[config.mk]
export PLATFORM = sky130hd
export DESIGN_NAME = sCurveScan
export DESIGN_NICKNAME = d
export VERILOG_FILES = /design/src/hdl/sCurvePkg.sv /design/src/hdl/syncFifo.sv /design/src/hdl/slowControlLoader.sv /design/src/hdl/triggerCounter.sv /design/src/hdl/sCurveScanControl.sv /design/src/hdl/sCurveScan.sv
export SDC_FILE = /design/constraint.sdc
export NUM_CORES = 1
export LEC_CHECK = 0
export BUFFER_PORTS_ARGS = -buffer_cell sky130_fd_sc_hd__buf_4
export CAP_MARGIN = 20
export CORE_UTILIZATION = 43
export CTS_CLUSTER_DIAMETER = 150
export DETAILED_ROUTE_END_ITERATION = 16
export PLACE_DENSITY_LB_ADDON = 0.1
export SLEW_MARGIN = 10
export SYNTH_ARGS = -nofsm -noshare
export SYNTH_HDL_FRONTEND = slang
export SYNTH_HIERARCHICAL = 1
export SYNTH_SLANG_ARGS = --single-unit
[constraint.sdc]
create_clock -name Clk -period 4.1 [get_ports Clk]
set_input_delay 0.41 -clock Clk [delete_from_list [all_inputs] [get_ports Clk]]
set_output_delay 0.41 -clock Clk [all_outputs]
set_load 0.02 [all_outputs]
[src/hdl/sCurvePkg.sv]
package sCurvePkg;

  typedef logic [15:0] dataWord_t;

  localparam dataWord_t ScanHeader = 16'h5343; // "SC" in ASCII
  localparam dataWord_t ScanTail   = 16'hFF45;

  localparam int ConfigBits   = 266; // Width of scConfig_t
  localparam int PulseCount   = 32;  // Test pulses per scan point
  localparam int PulseSpacing = 8;   // Clk cycles between test pulses
  localparam int FifoDepth    = 8;

  ////////////////////
  // ASIC slow-control frame, MSB leaves first
  typedef struct packed {
    logic [63:0]  ctestChannels; // One test-charge switch per channel
    logic [9:0]   vthDac;        // Already bit-reversed, LSB on the wire first
    logic [191:0] discriMask;    // Three discriminators per channel, 1 = enabled
  } scConfig_t;

  ////////////////////
  // Scan parameters from the host
  typedef struct packed {
    logic       singleChannel; // 0 = sweep channels 0 to 63
    logic [5:0] testChannel;
    logic       ctestInject;   // 0 = charge on the input pin, no ctest bits
    logic       unmaskAll;
    logic [9:0] startDac;
    logic [9:0] endDac;        // Must be reachable from startDac in dacStep steps
    logic [9:0] dacStep;
    logic [2:0] asicCount;     // ASICs in the daisy chain
    logic [2:0] testAsic;
    logic [7:0] suppressWidth; // In Clk cycles
  } scanSettings_t;

endpackage

[src/hdl/syncFifo.sv]
`timescale 1ns/1ps

module syncFifo #(
  parameter type payload_t = logic [15:0],
  parameter int  Depth     = 8
) (
  input  logic     Clk,
  input  logic     reset_n,
  input  logic     Write,
  input  payload_t WriteData,
  input  logic     Read,
  output payload_t ReadData,
  output logic     Empty,
  output logic     Full
);

  logic [$clog2(Depth)-1:0] wrPtr;
  logic [$clog2(Depth)-1:0] rdPtr;
  logic [$clog2(Depth):0]   count;
  payload_t                 mem [Depth];

  assign Empty = (count == '0);
  assign Full  = (int'(count) == Depth);

  // Storage and registered read port
  always_ff @(posedge Clk) begin
    if (Write) begin
      mem[wrPtr] <= WriteData;
    end
    if (Read) begin
      ReadData <= mem[rdPtr];
    end
  end

  always_ff @(posedge Clk or negedge reset_n) begin
    if (!reset_n) begin
      wrPtr <= '0;
      rdPtr <= '0;
      count <= '0;
    end else begin
      if (Write) begin
        wrPtr <= (int'(wrPtr) == Depth - 1) ? '0 : wrPtr + 1'b1;
      end
      if (Read) begin
        rdPtr <= (int'(rdPtr) == Depth - 1) ? '0 : rdPtr + 1'b1;
      end
      case ({Write, Read})
        2'b10:   count <= count + 1'b1;
        2'b01:   count <= count - 1'b1;
        default: count <= count;
      endcase
    end
  end

  assert property (@(posedge Clk) disable iff (!reset_n) Write |-> !Full)
    else $error("FIFO write while full");
  assert property (@(posedge Clk) disable iff (!reset_n) Read |-> !Empty)
    else $error("FIFO read while empty");

endmodule

[src/hdl/slowControlLoader.sv]
`timescale 1ns/1ps

module slowControlLoader (
  input  logic                 Clk,
  input  logic                 reset_n,
  input  logic                 LoadStart,
  input  sCurvePkg::scConfig_t Config,
  output logic                 ScClk,
  output logic                 ScData,
  output logic                 LoadDone
);
  import sCurvePkg::*;

  logic                          busy;
  logic [$clog2(ConfigBits)-1:0] bitCnt;
  logic [ConfigBits-1:0]         shiftReg;

  // Frame is captured so the controller may move on
  always_ff @(posedge Clk) begin
    if (LoadStart) begin
      shiftReg <= Config;
    end else if (busy) begin
      shiftReg <= {shiftReg[ConfigBits-2:0], 1'b0};
    end
  end

  always_ff @(posedge Clk or negedge reset_n) begin
    if (!reset_n) begin
      busy     <= 1'b0;
      bitCnt   <= '0;
      ScClk    <= 1'b0;
      ScData   <= 1'b0;
      LoadDone <= 1'b0;
    end else begin
      ScClk    <= 1'b0;
      LoadDone <= 1'b0;
      if (LoadStart) begin
        busy   <= 1'b1;
        bitCnt <= '0;
      end else if (busy) begin
        ScClk  <= 1'b1;                     // Chain samples ScData on this strobe
        ScData <= shiftReg[ConfigBits-1];
        bitCnt <= bitCnt + 1'b1;
        if (int'(bitCnt) == ConfigBits - 1) begin
          busy     <= 1'b0;
          LoadDone <= 1'b1;                 // Last bit goes out with done
        end
      end
    end
  end

  // Controller must wait for LoadDone before the next frame
  assert property (@(posedge Clk) disable iff (!reset_n) LoadStart |-> !busy)
    else $error("LoadStart while a load is busy");

endmodule

[src/hdl/triggerCounter.sv]
`timescale 1ns/1ps

module triggerCounter (
  input  logic                 Clk,
  input  logic                 reset_n,
  input  logic                 PointStart,
  output logic                 CtestPulse,
  input  logic [63:0]          Trigger,
  output logic                 CountWrite,
  output sCurvePkg::dataWord_t CountData,
  output logic                 PointDone
);
  import sCurvePkg::*;

  logic                            active;
  logic [$clog2(PulseSpacing)-1:0] spacingCnt;
  logic [$clog2(PulseCount):0]     pulseCnt;
  logic                            windowEnd;
  dataWord_t                       trigCnt;
  dataWord_t                       trigNext;

  // One event per cycle with any trigger, saturating
  always_comb begin
    trigNext = trigCnt;
    if (|Trigger && trigCnt != '1) begin
      trigNext = trigCnt + 16'd1;
    end
  end

  // Closes one spacing after the last pulse
  assign windowEnd = active && int'(pulseCnt) == PulseCount &&
                     int'(spacingCnt) == PulseSpacing - 1;

  always_ff @(posedge Clk or negedge reset_n) begin
    if (!reset_n) begin
      active     <= 1'b0;
      spacingCnt <= '0;
      pulseCnt   <= '0;
      trigCnt    <= '0;
      CtestPulse <= 1'b0;
      CountWrite <= 1'b0;
      PointDone  <= 1'b0;
    end else begin
      CtestPulse <= 1'b0;
      CountWrite <= 1'b0;
      PointDone  <= CountWrite; // Count is in the FIFO by now
      if (PointStart) begin
        active     <= 1'b1;
        spacingCnt <= '0;
        pulseCnt   <= '0;
        trigCnt    <= '0;
      end else if (active) begin
        trigCnt    <= trigNext;
        spacingCnt <= (int'(spacingCnt) == PulseSpacing - 1) ? '0 : spacingCnt + 1'b1;
        if (spacingCnt == '0 && int'(pulseCnt) != PulseCount) begin
          CtestPulse <= 1'b1;
          pulseCnt   <= pulseCnt + 1'b1;
        end
        if (windowEnd) begin
          active     <= 1'b0;
          CountWrite <= 1'b1;
        end
      end
    end
  end

  always_ff @(posedge Clk) begin
    if (windowEnd) begin
      CountData <= trigNext; // Includes the closing cycle
    end
  end

endmodule

[src/hdl/sCurveScanControl.sv]
`timescale 1ns/1ps

module sCurveScanControl (
  input  logic                     Clk,
  input  logic                     reset_n,
  input  logic                     ScanStart,
  input  sCurvePkg::scanSettings_t Settings,
  output sCurvePkg::scConfig_t     Config,
  output logic                     LoadStart,
  input  logic                     LoadDone,
  output logic                     ForceRaz,
  output logic                     PointStart,
  input  logic                     PointDone,
  input  logic                     FifoEmpty,
  output logic                     FifoRead,
  input  sCurvePkg::dataWord_t     FifoData,
  output sCurvePkg::dataWord_t     DataOut,
  output logic                     DataValid,
  input  logic                     DataFull,
  output logic                     ScanDone,
  input  logic                     TransmitDone
);
  import sCurvePkg::*;

  typedef enum logic [4:0] {
    Idle, HeaderOut, ChanSetup, ChanOut, DacSetup, DacOut, ConfigSelect, LoadIssue,
    LoadWait, Suppress, PointIssue, PointWait, FifoCheck, FifoWait, CountOut,
    NextDac, NextChan, TailOut, TailWait, AllDone
  } state_t;

  state_t       state;
  logic [9:0]   dacCode;
  logic [5:0]   testChn;     // Channel under test in the sweep
  logic [63:0]  chanBit;     // Walking ctest bit, moves with maskWin
  logic [191:0] maskWin;     // Three-bit discriminator window
  scConfig_t    cfgSel;      // Frame for the ASIC under test
  logic [2:0]   loadIdx;
  logic [2:0]   targetIdx;
  logic [63:0]  chanSel;
  logic [7:0]   suppressCnt;
  logic [3:0]   tailCnt;

  // DAC bits go out LSB first in the frame
  function automatic logic [9:0] reverseDac(input logic [9:0] code);
    logic [9:0] rev;
    for (int i = 0; i < 10; i++) begin
      rev[i] = code[9-i];
    end
    return rev;
  endfunction

  // Last ASIC in the chain is loaded first
  assign targetIdx = Settings.asicCount - Settings.testAsic - 3'd1;
  assign chanSel   = Settings.singleChannel ? (64'd1 << Settings.testChannel) : chanBit;

  ////////////////////
  // Scan sequencer
  always_ff @(posedge Clk or negedge reset_n) begin
    if (!reset_n) begin
      state       <= Idle;
      dacCode     <= '0;
      testChn     <= '0;
      chanBit     <= 64'd1;
      maskWin     <= 192'b111;
      cfgSel      <= '0;
      Config      <= '0;
      loadIdx     <= '0;
      suppressCnt <= '0;
      tailCnt     <= '0;
      LoadStart   <= 1'b0;
      PointStart  <= 1'b0;
      FifoRead    <= 1'b0;
      ForceRaz    <= 1'b0;
      DataOut     <= '0;
      DataValid   <= 1'b0;
      ScanDone    <= 1'b0;
    end else begin
      LoadStart  <= 1'b0;
      PointStart <= 1'b0;
      FifoRead   <= 1'b0;
      DataValid  <= 1'b0;
      case (state)
        Idle: begin
          if (ScanStart) begin
            DataOut <= ScanHeader;
            dacCode <= Settings.startDac;
            testChn <= '0;
            chanBit <= 64'd1;
            maskWin <= 192'b111;
            loadIdx <= '0;
            state   <= HeaderOut;
          end
        end
        HeaderOut: begin
          DataValid <= 1'b1;
          state     <= ChanSetup;
        end
        ChanSetup: begin
          cfgSel.ctestChannels <= Settings.ctestInject ? chanSel : 64'd0;
          if (Settings.unmaskAll) begin
            cfgSel.discriMask <= '1;
            DataOut           <= 16'h43FF;
          end else if (Settings.singleChannel) begin
            cfgSel.discriMask <= 192'b111 << (8'd3 * 8'(Settings.testChannel));
            DataOut           <= {8'h43, 2'b00, Settings.testChannel}; // 'C'
          end else begin
            cfgSel.discriMask <= maskWin;
            DataOut           <= {8'h63, 2'b00, testChn};              // 'c'
          end
          state <= ChanOut;
        end
        ChanOut: begin
          DataValid <= 1'b1;
          state     <= DacSetup;
        end
        DacSetup: begin
          cfgSel.vthDac <= reverseDac(dacCode);
          DataOut       <= {4'hD, 2'b00, dacCode};
          state         <= DacOut;
        end
        DacOut: begin
          DataValid <= 1'b1;
          state     <= ConfigSelect;
        end
        ConfigSelect: begin
          Config <= (loadIdx == targetIdx) ? cfgSel : '0; // Other ASICs get zeros
          state  <= LoadIssue;
        end
        LoadIssue: begin
          if (loadIdx < Settings.asicCount) begin
            LoadStart <= 1'b1;
            ForceRaz  <= 1'b1;
            loadIdx   <= loadIdx + 3'd1;
            state     <= LoadWait;
          end else begin
            loadIdx     <= '0;
            suppressCnt <= '0;
            state       <= Suppress;
          end
        end
        LoadWait: begin
          if (LoadDone) begin
            state <= ConfigSelect;
          end
        end
        Suppress: begin
          if (suppressCnt == Settings.suppressWidth) begin
            ForceRaz <= 1'b0;
            state    <= PointIssue;
          end else begin
            suppressCnt <= suppressCnt + 8'd1;
          end
        end
        PointIssue: begin
          PointStart <= 1'b1;
          state      <= PointWait;
        end
        PointWait: begin
          if (PointDone) begin
            state <= FifoCheck;
          end
        end
        FifoCheck: begin
          if (FifoEmpty) begin
            state <= NextDac;
          end else begin
            FifoRead <= 1'b1;
            state    <= FifoWait;
          end
        end
        FifoWait: state <= CountOut; // FIFO data lands a cycle after the read
        CountOut: begin
          DataOut <= FifoData;
          if (!DataFull) begin
            DataValid <= 1'b1;
            state     <= FifoCheck;
          end
        end
        NextDac: begin
          if (dacCode == Settings.endDac) begin
            dacCode <= Settings.startDac;
            state   <= NextChan;
          end else begin
            dacCode <= dacCode + Settings.dacStep;
            state   <= DacSetup;
          end
        end
        NextChan: begin
          if (Settings.singleChannel || testChn == 6'd63) begin
            DataOut <= ScanTail;
            state   <= TailOut;
          end else begin
            chanBit <= chanBit << 1;
            maskWin <= maskWin << 3;
            testChn <= testChn + 6'd1;
            state   <= ChanSetup;
          end
        end
        TailOut: begin
          DataValid <= 1'b1;
          tailCnt   <= '0;
          state     <= TailWait;
        end
        TailWait: begin
          // Let the tail drain downstream before flagging done
          if (tailCnt == 4'd15) begin
            ScanDone <= 1'b1;
            state    <= AllDone;
          end else begin
            tailCnt <= tailCnt + 4'd1;
          end
        end
        AllDone: begin
          if (TransmitDone) begin
            ScanDone <= 1'b0;
            state    <= Idle;
          end
        end
        default: state <= Idle;
      endcase
    end
  end

  ////////////////////
  // Strobes toward loader and counter are single-cycle
  assert property (@(posedge Clk) disable iff (!reset_n) LoadStart |=> !LoadStart)
    else $error("LoadStart held for two cycles");
  assert property (@(posedge Clk) disable iff (!reset_n) PointStart |=> !PointStart)
    else $error("PointStart held for two cycles");
  // No stream output while the chain is being loaded
  assert property (@(posedge Clk) disable iff (!reset_n)
    (state inside {LoadIssue, LoadWait}) |-> !DataValid)
    else $error("DataValid during chain load");

endmodule

[src/hdl/sCurveScan.sv]
`timescale 1ns/1ps

module sCurveScan (
  input  logic                     Clk,
  input  logic                     reset_n,
  input  logic                     ScanStart,
  input  sCurvePkg::scanSettings_t Settings,
  output logic                     ForceRaz,
  output sCurvePkg::dataWord_t     DataOut,
  output logic                     DataValid,
  input  logic                     DataFull,
  output logic                     ScanDone,
  input  logic                     TransmitDone,
  output logic                     ScClk,
  output logic                     ScData,
  output logic                     CtestPulse,
  input  logic [63:0]              Trigger
);
  import sCurvePkg::*;

  scConfig_t asicConfig;
  logic      loadStart;
  logic      loadDone;
  logic      pointStart;
  logic      pointDone;
  logic      countWrite;
  dataWord_t countData;
  logic      fifoRead;
  logic      fifoEmpty;
  dataWord_t fifoData;

  sCurveScanControl iControl (
    .Clk(Clk), .reset_n(reset_n), .ScanStart(ScanStart), .Settings(Settings),
    .Config(asicConfig), .LoadStart(loadStart), .LoadDone(loadDone),
    .ForceRaz(ForceRaz), .PointStart(pointStart), .PointDone(pointDone),
    .FifoEmpty(fifoEmpty), .FifoRead(fifoRead), .FifoData(fifoData),
    .DataOut(DataOut), .DataValid(DataValid), .DataFull(DataFull),
    .ScanDone(ScanDone), .TransmitDone(TransmitDone)
  );

  slowControlLoader iLoader (
    .Clk(Clk), .reset_n(reset_n), .LoadStart(loadStart), .Config(asicConfig),
    .ScClk(ScClk), .ScData(ScData), .LoadDone(loadDone)
  );

  triggerCounter iCounter (
    .Clk(Clk), .reset_n(reset_n), .PointStart(pointStart), .CtestPulse(CtestPulse),
    .Trigger(Trigger), .CountWrite(countWrite), .CountData(countData),
    .PointDone(pointDone)
  );

  // Count words wait here until the controller streams them
  syncFifo #(.payload_t(dataWord_t), .Depth(FifoDepth)) iFifo (
    .Clk(Clk), .reset_n(reset_n), .Write(countWrite), .WriteData(countData),
    .Read(fifoRead), .ReadData(fifoData), .Empty(fifoEmpty), .Full()
  );

endmodule

==> reports/results.tsv, run 1 <==
stage	metric	value	unit
sta	period_minus_slack	3.07	ns
setup_path	path_cells	nand2b_1 -> or3_2 -> buf_4 -> nor2_4 -> buf_4 -> a21oi_1	
drt	drc	0	
power	total_power	28400	µW
power	power_frac_clock	0.302	
power	seqPwrFrac	0.484	
sta	fin_tns_setup	0	ns
grt	use_met2	0.319	
finish	final_layout_size_suffix_gt1_frac	0.244	
setup_path	end_kind	register	
clock_network	cts_resized	0	
grt	grt_pass1_wl	132	mm
floorplanning	fp.dieArea	89100	µm²
drt	drt_iter0_drc	1485	
grt	grt_pass1_vias	22500	
drt	routed_wl	83.8	mm
yosys	syn_area_per_cell	14.1	µm²
drt	wl_per_cell	21.4	µm
grt	met3_usage	0.0291	
power	pwr-share-comb	0.214	
drt	dr.pass1.iters	5	
yosys	synth_cells	2690	
place	numPortBuffers	143	
drt	vias	21800	
drt	viasPerCell	5.56	
finish	n_antenna_cell	0	
setup_path	r2r-start	iControl/state[1]	
setup_path	critical_path_class	register to register	
sta	worst_slack	1.03	ns
finish	fin_nets	2837	
yosys	yosys_warnings	6	
power	pwr_density_cell	669	nW/µm²
yosys	syn_nets	2845	
power	power.switching	8100	µW
setup_path	cp.arrival	3.58	ns
clock_network	clock-sinks	876	
sta	setup_viol	0	
finish	area_growth	12.2	%
floorplanning	ios	144	
sta	fin_skew	0.0298	ns
hold_path	hold_path_class	input pin to register	
drt	postRouteAntennaNets	0	
setup_path	worstPathMaxFanout	65	
setup_path	path_common_cell	buf_4	
grt	antenna_found_initial	6	
setup_path	slowest_stage	dfrtp_1	
yosys	synth_area	37800	µm²
sta	hold_viol	0	
clock_network	cts_root_buffer	clkbuf_16	
grt	gr-usage-met1	0.251	
grt	grtUsageTotal	0.189	
sta	worstMarginPinSlew	1.13	ns
setup_path	r2r-end	iControl/cfgSel[62]	
clock_network	cts_tree	yes	
sta	final-max-slew-violation-count	0	
run	maxCapViolCount	0	
floorplanning	start_util	0.435	
place	gp_congestion	0.817	
power	peakVddDrop	0.347	mV
grt	grt_max_degree	181	
setup_path	cp.required	4.60	ns
hold_path	hold_depth	3	
place	post-place-ws	1.03	ns
clock_network	clk_latency	0.64	ns
floorplanning	die_h	299	µm
floorplanning	die_x	299	µm
sta	period_share	0.750	
finish	final_core_util	0.488	
outcome	outcome	completed	
clock_network	post_cts_buffers	0	
hold_path	worstHoldStart	Settings[37]	
clock_network	clkTransAtPathRegs	0.06	ns
hold_path	min_to	iControl/dacCode[3]	
sta	relSlewSlack	0.249	
sta	fmax	325	MHz
setup_path	r2r_slack	1.03	ns
floorplanning	core_region_area	86900	µm²
setup_path	slowest_delay	0.87	ns
clock_network	htree_levels	3	
grt	top_usage_layer	met2	
clock_network	cts_hold_buf	1	
setup_path	start_kind	register	
clock_network	cts_made_buffers	94	
setup_path	r2r_cells	6	
sta	rsz0062_at_grt	false	
power	switching_share	0.285	
floorplanning	rows	108	
power	p_int	20300	µW
clock_network	ctsLongestPathBuffers	3	
power	leakage	0.0172	µW
grt	overflow	0	
place	hpwlAfterDp	53.0	mm
==> power by group through the flow <==
| stage | Combinational, µW | Clock, µW | Sequential [µW] |
|---|---|---|---|
| final | 6090 | 8570 | 13700 |
| after global routing | 6770 | 9130 | 14100 |
| after CTS | 6160 | 8800 | 13800 |
| after detailed placement | 6110 | 0 | 13900 |
| after global placement | 5930 | 0 | 13900 |
| after floorplan | 4930 | 0 | 13300 |
==> worst max-delay path by stage <==
stage	slack, ns	cells past startpoint	startpoint	to
3_3_place_gp	1.11	6	iControl/state[1]	iControl/cfgSel[2]
6_report	1.03	6	iControl/state[1]	iControl/cfgSel[62]
4_1_cts	1.02	6	iControl/state[1]	iControl/cfgSel[5]
3_5_place_dp	1.03	6	iControl/state[1]	iControl/cfgSel[110]
2_1_floorplan	1.07	3	iControl/LoadStart	iLoader/shiftReg[0]
5_1_grt	0.84	6	iControl/state[1]	iControl/cfgSel[110]
==> stage by stage <==
| step | instances | area, µm² | hold slack (ns) |
|---|---|---|---|
| floorplan | 2690 | 37800 | 0.114 |
| CTS | 3914 | 42400 | 0.000562 |
| global placement | 3732 | 39100 | 0.458 |
| global route | 3917 | 42400 | 0.0176 |
| finish | 3917 | 42400 | 0.0390 |
| detailed placement | 3737 | 39200 | 0.458 |
==> area by class of cell <==
type                            instances  area (µm²)
Clock buffer                          127        2650
Clock inverter                         49         500
Fill cell                            7450       44500
Inverter                               26        97.6
Multi-Input combinational cell       1492       12000
Sequential cell                       876       24100
Tap cell                             1155        1450
Timing Repair Buffer                  192        1670
==> critical path, delay by kind of cell, from the launching register on <==
| family | cells | cell delay (ns) |
|---|---|---|
| compound gates | 1 | 0.13 |
| buf+inv | 2 | 0.79 |
| flops | 1 | 0.87 |
| simple gates | 3 | 1.14 |
==> metal layers <==
metal | wire length (µm) | share of wire
met5 | 80 | 0.00095
met4 | 2170 | 0.026
met1 | 36200 | 0.43
met3 | 3320 | 0.040
met2 | 42000 | 0.50
==> cell usage in the layout (no fill, tap or decap), types with 8 or more instances in the layout <==
master,count
mux2i_1,13
edfxtp_1,426
a21o_1,9
clkinv_1,11
or4_1,9
xor2_1,32
o211ai_1,9
clkinv_2,21
or3_1,8
a31oi_1,8
ha_1,31
bufinv_16,9
clkbuf_1,19
mux2_2,292
nor3_1,29
a22oi_1,50
a22o_1,229
nand2b_1,19
inv_1,25
mux4_1,29
o2bb2ai_1,8
buf_12,9
o31ai_1,8
a21oi_1,87
nand4_1,21
buf_4,173
nor4_1,28
dfrtp_1,448
nor2b_1,18
o22a_1,17
and3_1,10
nand3_1,24
a2bb2oi_1,8
o21ai_0,102
clkbuf_16,97
clkbuf_8,11
nor2_1,108
xnor2_1,29
nor2_2,8
nand2_1,138
==> sequential cells by signal (all words and copies together) (netlist names), 3 cells and up <==
signal                cells
iCounter/pulseCnt         6
iControl/tailCnt          4
iControl/state            5
iControl/cfgSel         138
iControl/dacCode         10
iCounter/CountData       16
iFifo/rdPtr               3
iControl/Config         138
iLoader/bitCnt            9
iControl/loadIdx          3
iControl/DataOut         16
iFifo/count               4
iFifo/mem               128
iFifo/wrPtr               3
iCounter/spacingCnt       3
iControl/suppressCnt      8
iCounter/trigCnt         16
iFifo/ReadData           16
iControl/testChn          6
iLoader/shiftReg        266
iControl/chanBit         63
(Power assumes the default switching activity.)
==> run 2: changes to the inputs <==
ABC_AREA = 1   (was default)
clock period = 2.9 ns   (was 4.1 ns; I/O delays follow)
==> run 2 against run 1 <==
  * Setup slack worse by 0.42 ns
  * Register-to-register slack worse by 0.42 ns
  * Routed wire length rose by 16%
  * Clock-buffer cell count is 20 higher
  * Sequential cell count unchanged
  * Via count up 28%
  * Die area rose by 5.3%
  * Largest power group unchanged
==> reports/results.tsv, run 2 <==
stage	metric	value	unit	change
outcome	outcome	completed		
drt	postRouteAntennaNets	0		unchanged
floorplanning	start_util	0.434		-0.000744
sta	period_share	0.792		+0.0426
sta	rsz0062_at_grt	false		
floorplanning	ios	144		unchanged
sta	period_minus_slack	2.30	ns	-0.776 ns
place	gp_congestion	0.870		+6.4%
grt	use_met2	0.339		+0.0200
grt	grt_pass1_wl	156	mm	+18%
power	seqPwrFrac	0.468		-0.016
grt	overflow	0		unchanged
setup_path	cp.arrival	2.83	ns	-0.75 ns
sta	fin_tns_setup	0	ns	unchanged
yosys	synth_cells	4222		+57%
drt	drt_iter0_drc	2423		+63%
grt	grt_pass1_vias	27400		+22%
drt	routed_wl	97.0	mm	+16%
yosys	syn_area_per_cell	9.43	µm²	-33%
clock_network	post_cts_buffers	0		unchanged
power	power.switching	13900	µW	+72%
hold_path	hold_path_class	input pin to register		
drt	drc	0		unchanged
floorplanning	die_h	306	µm	+2.6%
finish	instances_no_fill	5484		+40%
grt	grtUsageTotal	0.209		+0.0201
yosys	yosys_warnings	6		unchanged
power	peakVddDrop	0.542	mV	+56%
clock_network	cts_made_buffers	96		+2.1%
sta	final-max-slew-violation-count	0		unchanged
clock_network	clock-sinks	876		unchanged
finish	largest_reg_flops	266		unchanged
place	dp_cells	5288		+42%
clock_network	cts_tree	yes		
finish	reg_top3	iLoader/shiftReg (266), iControl/Config (138), iControl/cfgSel (138)		
power	power_frac_clock	0.288		-0.014
clock_network	clkTransAtPathRegs	0.06	ns	about the same
grt	antenna_found_initial	1		-5
power	pwr-share-comb	0.244		+0.030
setup_path	critical_path_class	register to register		
setup_path	start_kind	register		
finish	fin_nets	4368		+54%
drt	dr.pass1.iters	7		+2
power	pwr_density_cell	948	nW/µm²	+42%
grt	top_usage_layer	met2		
clock_network	ctsLongestPathBuffers	3		unchanged
sta	relSlewSlack	0.377		+0.128
place	hpwlAfterDp	60.6	mm	+14%
power	switching_share	0.330		+0.0448
grt	gr-usage-met1	0.297		+0.0463
grt	grt_max_degree	150		-17%
sta	fmax	435	MHz	+34%
yosys	synth_area	39800	µm²	+5.3%
power	p_int	28200	µW	+39%
setup_path	cp.required	3.43	ns	-1.17 ns
power	leakage	0.0195	µW	+13%
finish	final_cell_mix	nand2_1 (1450), dfrtp_1 (448), edfxtp_1 (426), nor2_1 (297), nand3_1 (246)		
floorplanning	die_x	306	µm	+2.6%
drt	viasPerCell	5.07		-8.9%
sta	worstMarginPinSlew	0.935	ns	-0.192 ns
floorplanning	rows	111		+2.8%
clock_network	cts_root_buffer	clkbuf_16		
finish	largest_register	iLoader/shiftReg		
finish	final_common_cell	nand2_1		
sta	whs	0.0949	ns	+0.0560 ns
drt	vias	27800		+28%
grt	met3_usage	0.0294		+0.000366
floorplanning	core_region_area	91700	µm²	+5.5%
sta	setup_viol	0		unchanged
clock_network	cts_resized	0		unchanged
clock_network	cts_hold_buf	13		+12
setup_path	worstPathMaxFanout	11		-83%
setup_path	end_kind	register		
place	numPortBuffers	143		unchanged
floorplanning	fp.dieArea	93800	µm²	+5.3%
finish	final_layout_size_suffix_gt1_frac	0.109		-0.136
finish	area_growth	11.7	%	
run	maxCapViolCount	0		unchanged
yosys	syn_nets	4377		+54%
finish	final_core_util	0.485		-0.00284
drt	wl_per_cell	17.7	µm	-17%
clock_network	htree_levels	3		unchanged
sta	hold_viol	0		unchanged
clock_network	clk_latency	0.66	ns	+0.02 ns
sta	fin_skew	0.0222	ns	-0.00766 ns
[run 2: layout make-up]
class	count	area (µm²)
Antenna cell	1	2.50
Inverter	256	985
Tap cell	1186	1480
Clock buffer	147	2880
Sequential cell	876	24100
Timing Repair Buffer	240	2190
Fill cell	8771	47200
Multi-Input combinational cell	2743	12600
Clock inverter	35	294
[run 2: worst max-delay path: stages (launching register included)]
cell and delay (ns):
dfrtp_1 0.47, nor2_4 0.24, nand2_1 0.11, nor2_2 0.14, nand2_1 0.26, nand2_1 0.40, clkinv_1 0.37, nand2_1 0.14
nand2_1 0.06
[run 2: through the flow]
step | instance area, µm² | setup slack, ns | total power, µW
2_1_floorplan | 39800 | -2.19 | 27800
3_3_place_gp | 41200 | 0.577 | 30200
3_5_place_dp | 41200 | 0.488 | 30400
4_1_cts | 44500 | 0.591 | 42700
5_1_grt | 44500 | 0.413 | 45000
6_report | 44500 | 0.602 | 42200
[run 2: final timing paths]
kind,from,end,slack (ns),cells past startpoint
max,iControl/state[0],iControl/dacCode[2],0.60,8
min,Settings[14],iControl/dacCode[0],0.09,5
max reg2reg,iControl/state[0],iControl/dacCode[2],0.60,8
min reg2reg,iControl/tailCnt[3],iControl/tailCnt[3],0.46,1
max in group asynchronous,reset_n,iControl/chanBit[7],1.73,3
min in group asynchronous,reset_n,iCounter/trigCnt[9],0.27,2
[run 2: routing by layer]
layer  routed length (µm)  vias up
met5                   12        -
met1                45600    13300
li1                     -    13800
met4                 1910        2
met3                 3860      139
met2                45600      533
[run 2: power groups by stage]
stage / Clock [µW] / Sequential (µW) / Combinational, µW
after global routing: 13000 / 20200 / 11800
final: 12100 / 19700 / 10300
after global placement: 0 / 19900 / 10300
after detailed placement: 0 / 20000 / 10400
after floorplan: 0 / 19400 / 8320
after CTS: 12500 / 19800 / 10400
